==> src/include/gfx_cfg.svh <==
`ifndef GFX_CFG_SVH
`define GFX_CFG_SVH

// Horizontal raster in pixel clocks
`define GFX_H_ACTIVE 640
`define GFX_H_FRONT 16
`define GFX_H_SYNC 96
// Active, front porch, sync and back porch together
`define GFX_H_TOTAL 800

// Vertical raster in lines
`define GFX_V_ACTIVE 480
`define GFX_V_FRONT 10
`define GFX_V_SYNC 2
`define GFX_V_TOTAL 525

// Sprite layer
`define GFX_NUM_SPRITES 4

// Side of the square sprite, in pixels
`define GFX_SPRITE_SIZE 16

`endif

==> src/verilog/gfx_pkg.sv <==
`default_nettype none

package gfx_pkg;

	// Raster or pixel coordinate
	typedef logic [9:0] coord_t;

	// RGB444, red in the top nibble
	typedef logic [11:0] color_t;

	// Palette index, 0 is transparent
	typedef logic [7:0] color_index_t;

	// CPU port
	typedef logic [11:0] cpu_addr_t;
	typedef logic [15:0] cpu_data_t;

	// Beam position, already scaled for the video mode
	typedef struct packed {
		coord_t x;
		coord_t y;
		logic visible;
	} beam_t;

	// Field codes: 0 x, 1 y, 2 color index, 3 enable
	typedef struct packed {
		logic valid;
		logic [1:0] num;
		logic [1:0] field;
		cpu_data_t data;
	} sprite_wr_t;

	typedef struct packed {
		logic valid;
		color_index_t index;
		color_t data;
	} pal_wr_t;

endpackage

`default_nettype wire

==> src/verilog/video_timing.sv <==
`default_nettype none
`include "gfx_cfg.svh"

module video_timing
(
	input wire CLK,
	input wire RSTb,
	input wire video_mode,
	output gfx_pkg::beam_t beam,
	output gfx_pkg::coord_t line,
	output logic [5:0] frame_count,
	output logic hs,
	output logic vs,
	output logic irq_hsync,
	output logic irq_vsync
);

	localparam gfx_pkg::coord_t H_ACTIVE = gfx_pkg::coord_t'(`GFX_H_ACTIVE);
	localparam gfx_pkg::coord_t H_LAST = gfx_pkg::coord_t'(`GFX_H_TOTAL - 1);
	localparam gfx_pkg::coord_t HS_START = gfx_pkg::coord_t'(`GFX_H_ACTIVE + `GFX_H_FRONT);
	localparam gfx_pkg::coord_t HS_STOP = gfx_pkg::coord_t'(HS_START + `GFX_H_SYNC);

	localparam gfx_pkg::coord_t V_ACTIVE = gfx_pkg::coord_t'(`GFX_V_ACTIVE);
	localparam gfx_pkg::coord_t V_LAST = gfx_pkg::coord_t'(`GFX_V_TOTAL - 1);
	localparam gfx_pkg::coord_t VS_START = gfx_pkg::coord_t'(`GFX_V_ACTIVE + `GFX_V_FRONT);
	localparam gfx_pkg::coord_t VS_STOP = gfx_pkg::coord_t'(VS_START + `GFX_V_SYNC);

	gfx_pkg::coord_t hcount;
	gfx_pkg::coord_t vcount;
	logic h_wrap;
	logic v_wrap;

	assign h_wrap = (hcount == H_LAST);
	assign v_wrap = (vcount == V_LAST);

	always_ff @(posedge CLK)
	begin
		if (!RSTb)
		begin
			hcount <= '0;
			vcount <= '0;
			frame_count <= '0;
		end
		else
		begin
			hcount <= h_wrap ? '0 : hcount + 1'b1;
			if (h_wrap)
			begin
				vcount <= v_wrap ? '0 : vcount + 1'b1;
				// Counters return to 0,0 here
				if (v_wrap)
					frame_count <= frame_count + 1'b1;
			end
		end
	end

	// Sync pulses are active low
	assign hs = !((hcount >= HS_START) && (hcount < HS_STOP));
	assign vs = !((vcount >= VS_START) && (vcount < VS_STOP));
	assign irq_hsync = (hcount == HS_START);
	assign irq_vsync = (vcount == VS_START) && (hcount == '0);

	assign line = vcount;

	// Pixel doubling halves both coordinates, visibility stays on the raw raster
	always_ff @(posedge CLK)
	begin
		if (!RSTb)
			beam <= '0;
		else
		begin
			beam.x <= video_mode ? (hcount >> 1) : hcount;
			beam.y <= video_mode ? (vcount >> 1) : vcount;
			beam.visible <= (hcount < H_ACTIVE) && (vcount < V_ACTIVE);
		end
	end

endmodule

`default_nettype wire

==> src/verilog/reg_decode.sv <==
`default_nettype none
`include "gfx_cfg.svh"

module reg_decode
(
	input wire CLK,
	input wire RSTb,
	input wire gfx_pkg::cpu_addr_t addr,
	input wire gfx_pkg::cpu_data_t wdata,
	input wire wr,
	output gfx_pkg::cpu_data_t rdata,
	input wire gfx_pkg::coord_t line,
	input wire [5:0] frame_count,
	output logic video_mode,
	output gfx_pkg::color_t bg_color,
	output gfx_pkg::sprite_wr_t sprite_wr,
	output gfx_pkg::pal_wr_t pal_wr
);

	localparam gfx_pkg::cpu_addr_t ADDR_FRAME = 12'hf00;
	localparam gfx_pkg::cpu_addr_t ADDR_LINE = 12'hf01;
	localparam gfx_pkg::cpu_addr_t ADDR_MODE = 12'hf02;
	localparam gfx_pkg::cpu_addr_t ADDR_BG = 12'hf03;

	gfx_pkg::cpu_addr_t addr_q;
	logic sprite_sel;
	logic pal_sel;

	// Sprite s lives at 0x0s0..0x0s3
	assign sprite_sel = (addr[11:8] == 4'h0) && (addr[7:4] < `GFX_NUM_SPRITES)
		&& (addr[3:2] == 2'b00);

	// Palette entry xx at 0xexx
	assign pal_sel = (addr[11:8] == 4'he);

	always_comb
	begin
		sprite_wr.valid = wr && sprite_sel;
		sprite_wr.num = addr[5:4];
		sprite_wr.field = addr[1:0];
		sprite_wr.data = wdata;
	end

	always_comb
	begin
		pal_wr.valid = wr && pal_sel;
		pal_wr.index = addr[7:0];
		pal_wr.data = wdata[11:0];
	end

	always_ff @(posedge CLK)
	begin
		if (!RSTb)
		begin
			addr_q <= '0;
			video_mode <= 1'b0;
			bg_color <= '0;
		end
		else
		begin
			addr_q <= addr;
			if (wr && (addr == ADDR_MODE))
				video_mode <= wdata[0];
			if (wr && (addr == ADDR_BG))
				bg_color <= wdata[11:0];
		end
	end

	// Read back from last cycle's address, unmapped reads as zero
	always_comb
	begin
		rdata = '0;
		case (addr_q)
			ADDR_FRAME:
				rdata[5:0] = frame_count;
			ADDR_LINE:
				rdata[9:0] = video_mode ? (line >> 1) : line;
			ADDR_MODE:
				rdata[0] = video_mode;
			ADDR_BG:
				rdata[11:0] = bg_color;
			default:
				rdata = '0;
		endcase
	end

endmodule

`default_nettype wire

==> src/verilog/sprite_engine.sv <==
`default_nettype none
`include "gfx_cfg.svh"

module sprite_engine
(
	input wire CLK,
	input wire RSTb,
	input wire gfx_pkg::sprite_wr_t sprite_wr,
	input wire gfx_pkg::beam_t beam,
	output gfx_pkg::color_index_t index
);

	localparam int NUM = `GFX_NUM_SPRITES;
	localparam gfx_pkg::coord_t SIZE = gfx_pkg::coord_t'(`GFX_SPRITE_SIZE);

	gfx_pkg::coord_t sp_x [NUM];
	gfx_pkg::coord_t sp_y [NUM];
	gfx_pkg::color_index_t sp_index [NUM];
	logic [NUM-1:0] sp_en;
	gfx_pkg::color_index_t hit_index;

	// Pos falls in [start, start + SIZE), the offset avoids overflow near the edge
	function automatic logic in_span(gfx_pkg::coord_t pos, gfx_pkg::coord_t start);
		gfx_pkg::coord_t offset;
		offset = pos - start;
		return (pos >= start) && (offset < SIZE);
	endfunction

	// Position and color fields
	always_ff @(posedge CLK)
	begin
		if (sprite_wr.valid)
		begin
			case (sprite_wr.field)
				2'd0:
					sp_x[sprite_wr.num] <= sprite_wr.data[9:0];
				2'd1:
					sp_y[sprite_wr.num] <= sprite_wr.data[9:0];
				2'd2:
					sp_index[sprite_wr.num] <= sprite_wr.data[7:0];
				default:
					;
			endcase
		end
	end

	// Enables come up cleared
	always_ff @(posedge CLK)
	begin
		if (!RSTb)
			sp_en <= '0;
		else if (sprite_wr.valid && (sprite_wr.field == 2'd3))
			sp_en[sprite_wr.num] <= sprite_wr.data[0];
	end

	always_comb
	begin
		hit_index = '0;
		// Scan downward so the lowest-numbered hit is written last
		for (int i = NUM - 1; i >= 0; i--)
		begin
			if (sp_en[i] && in_span(beam.x, sp_x[i]) && in_span(beam.y, sp_y[i]))
				hit_index = sp_index[i];
		end
	end

	always_ff @(posedge CLK)
	begin
		if (!RSTb)
			index <= '0;
		else
			index <= hit_index;
	end

endmodule

`default_nettype wire

==> src/verilog/palette_output.sv <==
`default_nettype none

module palette_output
(
	input wire CLK,
	input wire RSTb,
	input wire gfx_pkg::pal_wr_t pal_wr,
	input wire gfx_pkg::color_t bg_color,
	input wire gfx_pkg::color_index_t index,
	input wire gfx_pkg::beam_t beam,
	output logic [3:0] rr,
	output logic [3:0] gg,
	output logic [3:0] bb
);

	gfx_pkg::color_t pal_ram [256];
	logic visible_q;
	gfx_pkg::color_t pixel_q;

	always_ff @(posedge CLK)
	begin
		if (pal_wr.valid)
			pal_ram[pal_wr.index] <= pal_wr.data;
	end

	// Visible bit delayed to line up with the sprite index
	always_ff @(posedge CLK)
	begin
		if (!RSTb)
			visible_q <= 1'b0;
		else
			visible_q <= beam.visible;
	end

	// Synchronous palette read, background choice and blanking in one stage
	always_ff @(posedge CLK)
	begin
		if (!RSTb)
			pixel_q <= '0;
		else if (!visible_q)
			pixel_q <= '0;
		else if (index == '0)
			pixel_q <= bg_color;
		else
			pixel_q <= pal_ram[index];
	end

	assign rr = pixel_q[11:8];
	assign gg = pixel_q[7:4];
	assign bb = pixel_q[3:0];

endmodule

`default_nettype wire

==> src/verilog/gfx_top.sv <==
`default_nettype none

module gfx_top
(
	input wire CLK,
	input wire RSTb,
	input wire gfx_pkg::cpu_addr_t addr,
	input wire gfx_pkg::cpu_data_t wdata,
	input wire wr,
	output gfx_pkg::cpu_data_t rdata,
	output logic hs,
	output logic vs,
	output logic [3:0] rr,
	output logic [3:0] gg,
	output logic [3:0] bb,
	output logic irq_hsync,
	output logic irq_vsync
);

	gfx_pkg::beam_t beam;
	gfx_pkg::coord_t line;
	logic [5:0] frame_count;
	logic video_mode;
	gfx_pkg::color_t bg_color;
	gfx_pkg::sprite_wr_t sprite_wr;
	gfx_pkg::pal_wr_t pal_wr;
	gfx_pkg::color_index_t index;

	video_timing u_timing
	(
		.CLK(CLK),
		.RSTb(RSTb),
		.video_mode(video_mode),
		.beam(beam),
		.line(line),
		.frame_count(frame_count),
		.hs(hs),
		.vs(vs),
		.irq_hsync(irq_hsync),
		.irq_vsync(irq_vsync)
	);

	reg_decode u_decode
	(
		.CLK(CLK),
		.RSTb(RSTb),
		.addr(addr),
		.wdata(wdata),
		.wr(wr),
		.rdata(rdata),
		.line(line),
		.frame_count(frame_count),
		.video_mode(video_mode),
		.bg_color(bg_color),
		.sprite_wr(sprite_wr),
		.pal_wr(pal_wr)
	);

	sprite_engine u_sprites
	(
		.CLK(CLK),
		.RSTb(RSTb),
		.sprite_wr(sprite_wr),
		.beam(beam),
		.index(index)
	);

	palette_output u_palette
	(
		.CLK(CLK),
		.RSTb(RSTb),
		.pal_wr(pal_wr),
		.bg_color(bg_color),
		.index(index),
		.beam(beam),
		.rr(rr),
		.gg(gg),
		.bb(bb)
	);

endmodule

`default_nettype wire

==> config.mk <==
export PLATFORM = sky130hd
export DESIGN_NAME = gfx_top
export DESIGN_NICKNAME = d
export VERILOG_FILES = /design/src/verilog/gfx_pkg.sv /design/src/verilog/video_timing.sv /design/src/verilog/reg_decode.sv /design/src/verilog/sprite_engine.sv /design/src/verilog/palette_output.sv /design/src/verilog/gfx_top.sv
export VERILOG_INCLUDE_DIRS = /design/src /design/src/include
export SDC_FILE = /design/constraint.sdc
export NUM_CORES = 2
export LEC_CHECK = 0
export BUFFER_PORTS_ARGS = -buffer_cell sky130_fd_sc_hd__buf_2
export CORE_ASPECT_RATIO = 0.7
export CORE_MARGIN = 8
export CORE_UTILIZATION = 60
export CTS_CLUSTER_DIAMETER = 150
export DETAILED_ROUTE_END_ITERATION = 8
export MAX_ROUTING_LAYER = met4
export PLACE_DENSITY = 0.78
export SYNTH_ARGS = -nofsm -noshare
export SYNTH_HDL_FRONTEND = slang
export SYNTH_SLANG_ARGS = --single-unit
==> constraint.sdc <==
create_clock -name CLK -period 3.7 [get_ports CLK]
set_clock_uncertainty 0.15 [all_clocks]
set_input_delay 1.11 -clock CLK [delete_from_list [all_inputs] [get_ports CLK]]
set_output_delay 1.11 -clock CLK [all_outputs]
set_load 0.005 [all_outputs]
==> metrics list <==
- The die is about 400 um tall.
* Number of violations reported at the end of detailed-routing iteration 0: ~12,000
- Across the run, the number of max-cap violations was 0.
- Flip-flop and latch count after synthesis: ~3,300
- The path with the worst hold slack has its endpoint at u_timing.hcount[0]$_SDFF_PP0_.
* Routability-driven placement congestion ratio: 0.9129
- Detailed Place HPWL: roughly 200,000 um
- 63 I/O pins were placed.
- Entering global routing, the biggest net connects between 100 and 150 pins.
* Final Instance Count excl. Fillers: between 9,000 and 10,000
* Area added between synthesis and finish: 14.45%
* Fill count: between 10,000 and 15,000
* Multi-input combinational cell area: about 0.029 sq mm
- Netlist area before placement: between 0.1 and 0.15 sq mm
- Result of the run: complete, no violations
* Critical Path Sink Type: primary output
- After detailed routing, the number of vias per cell comes to just over 7.
- Share of cells above drive strength 1: 0.3166
- The tree is rooted in a sky130_fd_sc_hd__clkbuf_16.
- Pin slew with the least headroom to its limit: 1.258 ns
* Leakage: approximately 46 nW
- STA puts the critical path data arrival time at around 2.4 ns.
* Depth of the CTS H-tree: 5
- All-Layer GR Usage: 0.3119
- Min Clock Period, post-route: approximately 3.7 ns
- Part of the Yosys area used for sequential elements: 0.7584
- Wire length of the first global-routing pass: 495,500 um
- The floorplan step defined a core boundary enclosing roughly 0.21 sq mm.
- Reg clk slew, reported paths: ~0.070 ns
- Of all nets on the critical path, the largest fanout is 4.
- The number of pins with negative max-slew slack in the final report is 0.
- DIE WIDTH: around 570 um
- For this run, the top clock speed supported by timing is roughly 0.27 GHz.
- The initial utilization of the core area, before any placement, comes to 0.6023.
- The path class of the tightest hold or removal check is flop to flop.
* Clock tree from TritonCTS: yes
- Per-cell routed wire length: ~37 um
- Category of the worst setup path launch point: flop
* PD cells: 487.9 mW/mm^2
- Most used cells in the layout excluding fill and tap cells: sky130_fd_sc_hd__edfxtp_1 (3,184), sky130_fd_sc_hd__mux4_2 (978), sky130_fd_sc_hd__buf_4 (525), sky130_fd_sc_hd__nor2_1 (358), sky130_fd_sc_hd__clkbuf_16 (300)
- Number of design rule violations left after detail routing: 0
* Maximum vdd drop: 0.5148 mV
- Path type of the worst setup path: flop to primary output
- In this run the deepest clock path goes through 4 buffers.
* Number of setup violations in the final report: 0
* Warnings, synthesis: 0
* Startpoint of the worst-slack reg-to-reg timing path: u_sprites.index[0]$_SDFF_PN0_
- The most used flip-flop cell after synthesis is sky130_fd_sc_hd__edfxtp_1.
- Leaving out fill and tap cells, the most frequent cell in the layout is sky130_fd_sc_hd__edfxtp_1.
- The initialized floorplan defines about 140 standard-cell rows.
- For this run, the post-layout net count is between 6,000 and 7,000.
- Routed vias: between 60,000 and 70,000
- The final layout contains routed wiring with a total length of between 300,000 and 400,000 um.
- Total clock sinks: about 3,300
- The tightest hold path in the finished design has a slack of 0.3110 ns.
* Count of antenna-violating nets left after detailed routing: 0
- The cell count after synthesis came out at 5,849.
- Measured in cells, the most critical reg-to-reg path has a length of 10.
- Clock insertion delay at the later pin of the skew report: 0.87 ns
- Setup repair after global routing could not meet its margin everywhere.
* Launching instance or port of the critical path: u_timing.hcount[1]$_SDFF_PP0_
* Flop2flop setup slack: approximately 0.05 ns
- Via count of the first global-routing pass: between 60,000 and 70,000
- The number of antenna violations at the first check in global routing came to 26.
- Total clock buffers created by CTS: 293
- Remaining Overflow, GRT: 0
* Final period util: 0.9884
* Worst min-delay path startpoint: u_timing.hcount[0]$_SDFF_PP0_
- The total count of hold-check failures in the final report was 0.
- Count of TritonRoute iterations in the first routing pass: 6
- The synthesized netlist contains 75 unique library cells.
* Share of flip-flops with an asynchronous set or reset: 0
- EDFF count, synth: 3,184
* Sequential cell area in the final layout: 0.09758 sq mm
- Along the worst hold path, the cell count comes to 1.
* Avg Inst Size Synth: roughly 22 sq um
* Dpl cells: approximately 9,000
- Worst r2r dst: u_palette.pixel_q[7]$_SDFF_PN0_
- WP data required: around 2.4 ns
- The worst pin sits at a relative slew slack of 0.1613.
* DIE AREA: roughly 0.23 sq mm
* Number of buffers inserted by port buffering: between 50 and 60
final cells by class:
class                      count  area share
antenna                       24   0.0004079
multi-input combinational   2168      0.2001
tap                         2880     0.02448
clock buffer                 364     0.05254
sequential                  3281      0.6628
timing repair buffer         711     0.04735
clock inverter               154    0.009773
inverter                     100    0.002567
worst max-delay path by stage:
stage                                                      to  slack, ns  cells past startpoint
final                                               irq_hsync       0.04                      6
after global routing                                irq_hsync      -0.06                      6
after CTS                                           irq_hsync     -0.003                      6
after detailed placement      u_palette.pixel_q[7]$_SDFF_PN0_      -0.06                      8
after global placement        u_palette.pixel_q[8]$_SDFF_PN0_       0.01                      7
after floorplan           u_palette.pal_ram[192][0]$_DFFE_PP_       0.43                      6
cells by family after synthesis:
logic type | after synthesis | share of synthesized area
flops | 3281 | 0.7584
mux | 1037 | 0.1759
simple gates | 740 | 0.02673
buf+inv | 403 | 0.01382
compound gates | 270 | 0.01473
fa+ha+maj | 85 | 0.008268
xor+xnor | 32 | 0.002179
other cells | 1 | 0.00002915
registers in the layout, summed over array words and instances (netlist names), 10 cells and up:
signal	count
u_palette.pal_ram	3072
u_sprites.sp_x	40
u_sprites.sp_y	40
u_sprites.sp_index	32
u_timing.beam	21
u_decode.addr_q	12
u_decode.bg_color	12
u_palette.pixel_q	12
u_timing.hcount	10
u_timing.line	10
critical path: stages (launching register included):
cell	delay, ns
sky130_fd_sc_hd__dfxtp_4	0.36
sky130_fd_sc_hd__inv_4	0.06
sky130_fd_sc_hd__ha_4	0.12
sky130_fd_sc_hd__or4b_4	0.47
sky130_fd_sc_hd__nor3_4	0.21
sky130_fd_sc_hd__and4_1	0.22
sky130_fd_sc_hd__buf_2	0.11
metrics by stage:
stage	setup WS [ns]	utilization	cell area [sq um]	setup TNS, ns	total power [mW]
floorplan	0.4309	-	128600	0	41.63
global placement	0.01386	0.6450	137800	0	42.41
detailed placement	-0.05576	0.6450	137800	-0.07169	42.47
CTS	-0.002583	0.6881	147000	-0.002583	71.90
global route	-0.05668	0.6894	147200	-0.06035	73.17
finish	0.04298	0.6894	147200	0	71.83
Yosys cell counts (19+ instances only):
master | instances | area, sq um
sky130_fd_sc_hd__edfxtp_1 | 3184 | 95610
sky130_fd_sc_hd__mux4_2 | 978 | 22030
sky130_fd_sc_hd__nor2_1 | 358 | 1344
sky130_fd_sc_hd__clkbuf_1 | 152 | 570.6
sky130_fd_sc_hd__nand2_1 | 127 | 476.7
sky130_fd_sc_hd__inv_1 | 99 | 371.6
sky130_fd_sc_hd__dfxtp_1 | 97 | 1942
sky130_fd_sc_hd__buf_2 | 86 | 430.4
sky130_fd_sc_hd__ha_1 | 85 | 1064
sky130_fd_sc_hd__mux2i_1 | 54 | 540.5
sky130_fd_sc_hd__a21oi_1 | 52 | 260.3
sky130_fd_sc_hd__nand3_1 | 42 | 210.2
sky130_fd_sc_hd__nor2b_1 | 39 | 244.0
sky130_fd_sc_hd__o21ai_0 | 37 | 185.2
sky130_fd_sc_hd__buf_1 | 31 | 116.4
sky130_fd_sc_hd__and2_1 | 28 | 175.2
sky130_fd_sc_hd__buf_4 | 26 | 195.2
sky130_fd_sc_hd__nor3_1 | 23 | 115.1
sky130_fd_sc_hd__nand4_1 | 21 | 131.4
sky130_fd_sc_hd__nor4_1 | 21 | 131.4
sky130_fd_sc_hd__a22oi_1 | 19 | 142.6
sky130_fd_sc_hd__xor2_1 | 19 | 166.4
timing repair:
| item | in CTS | in global routing |
|---|---|---|
| hold buffers | 0 | 0 |
| endpoints found under the setup margin | 9 | 22 |
| gates resized for setup | 8 | 26 |
| cloned | 0 | 2 |
| setup buffers | 0 | 5 |
| pin swaps | 0 | 2 |
power by group:
part,switching (mW),internal (mW)
sequential,0.0182,40.7
combinational,0.841,0.151
clock,13.6,16.5
per-layer routing:
layer | up-vias | routed length (um) | global-route usage
met4 | 0 | 16100 | 0.1168
met2 | 6007 | 165400 | 0.4606
met1 | 35378 | 124900 | 0.4247
met3 | 908 | 49660 | 0.08421
met5 | - | 0 | -
li1 | 25981 | - | -
No activity file was read; power rests on OpenSTA's default activity.
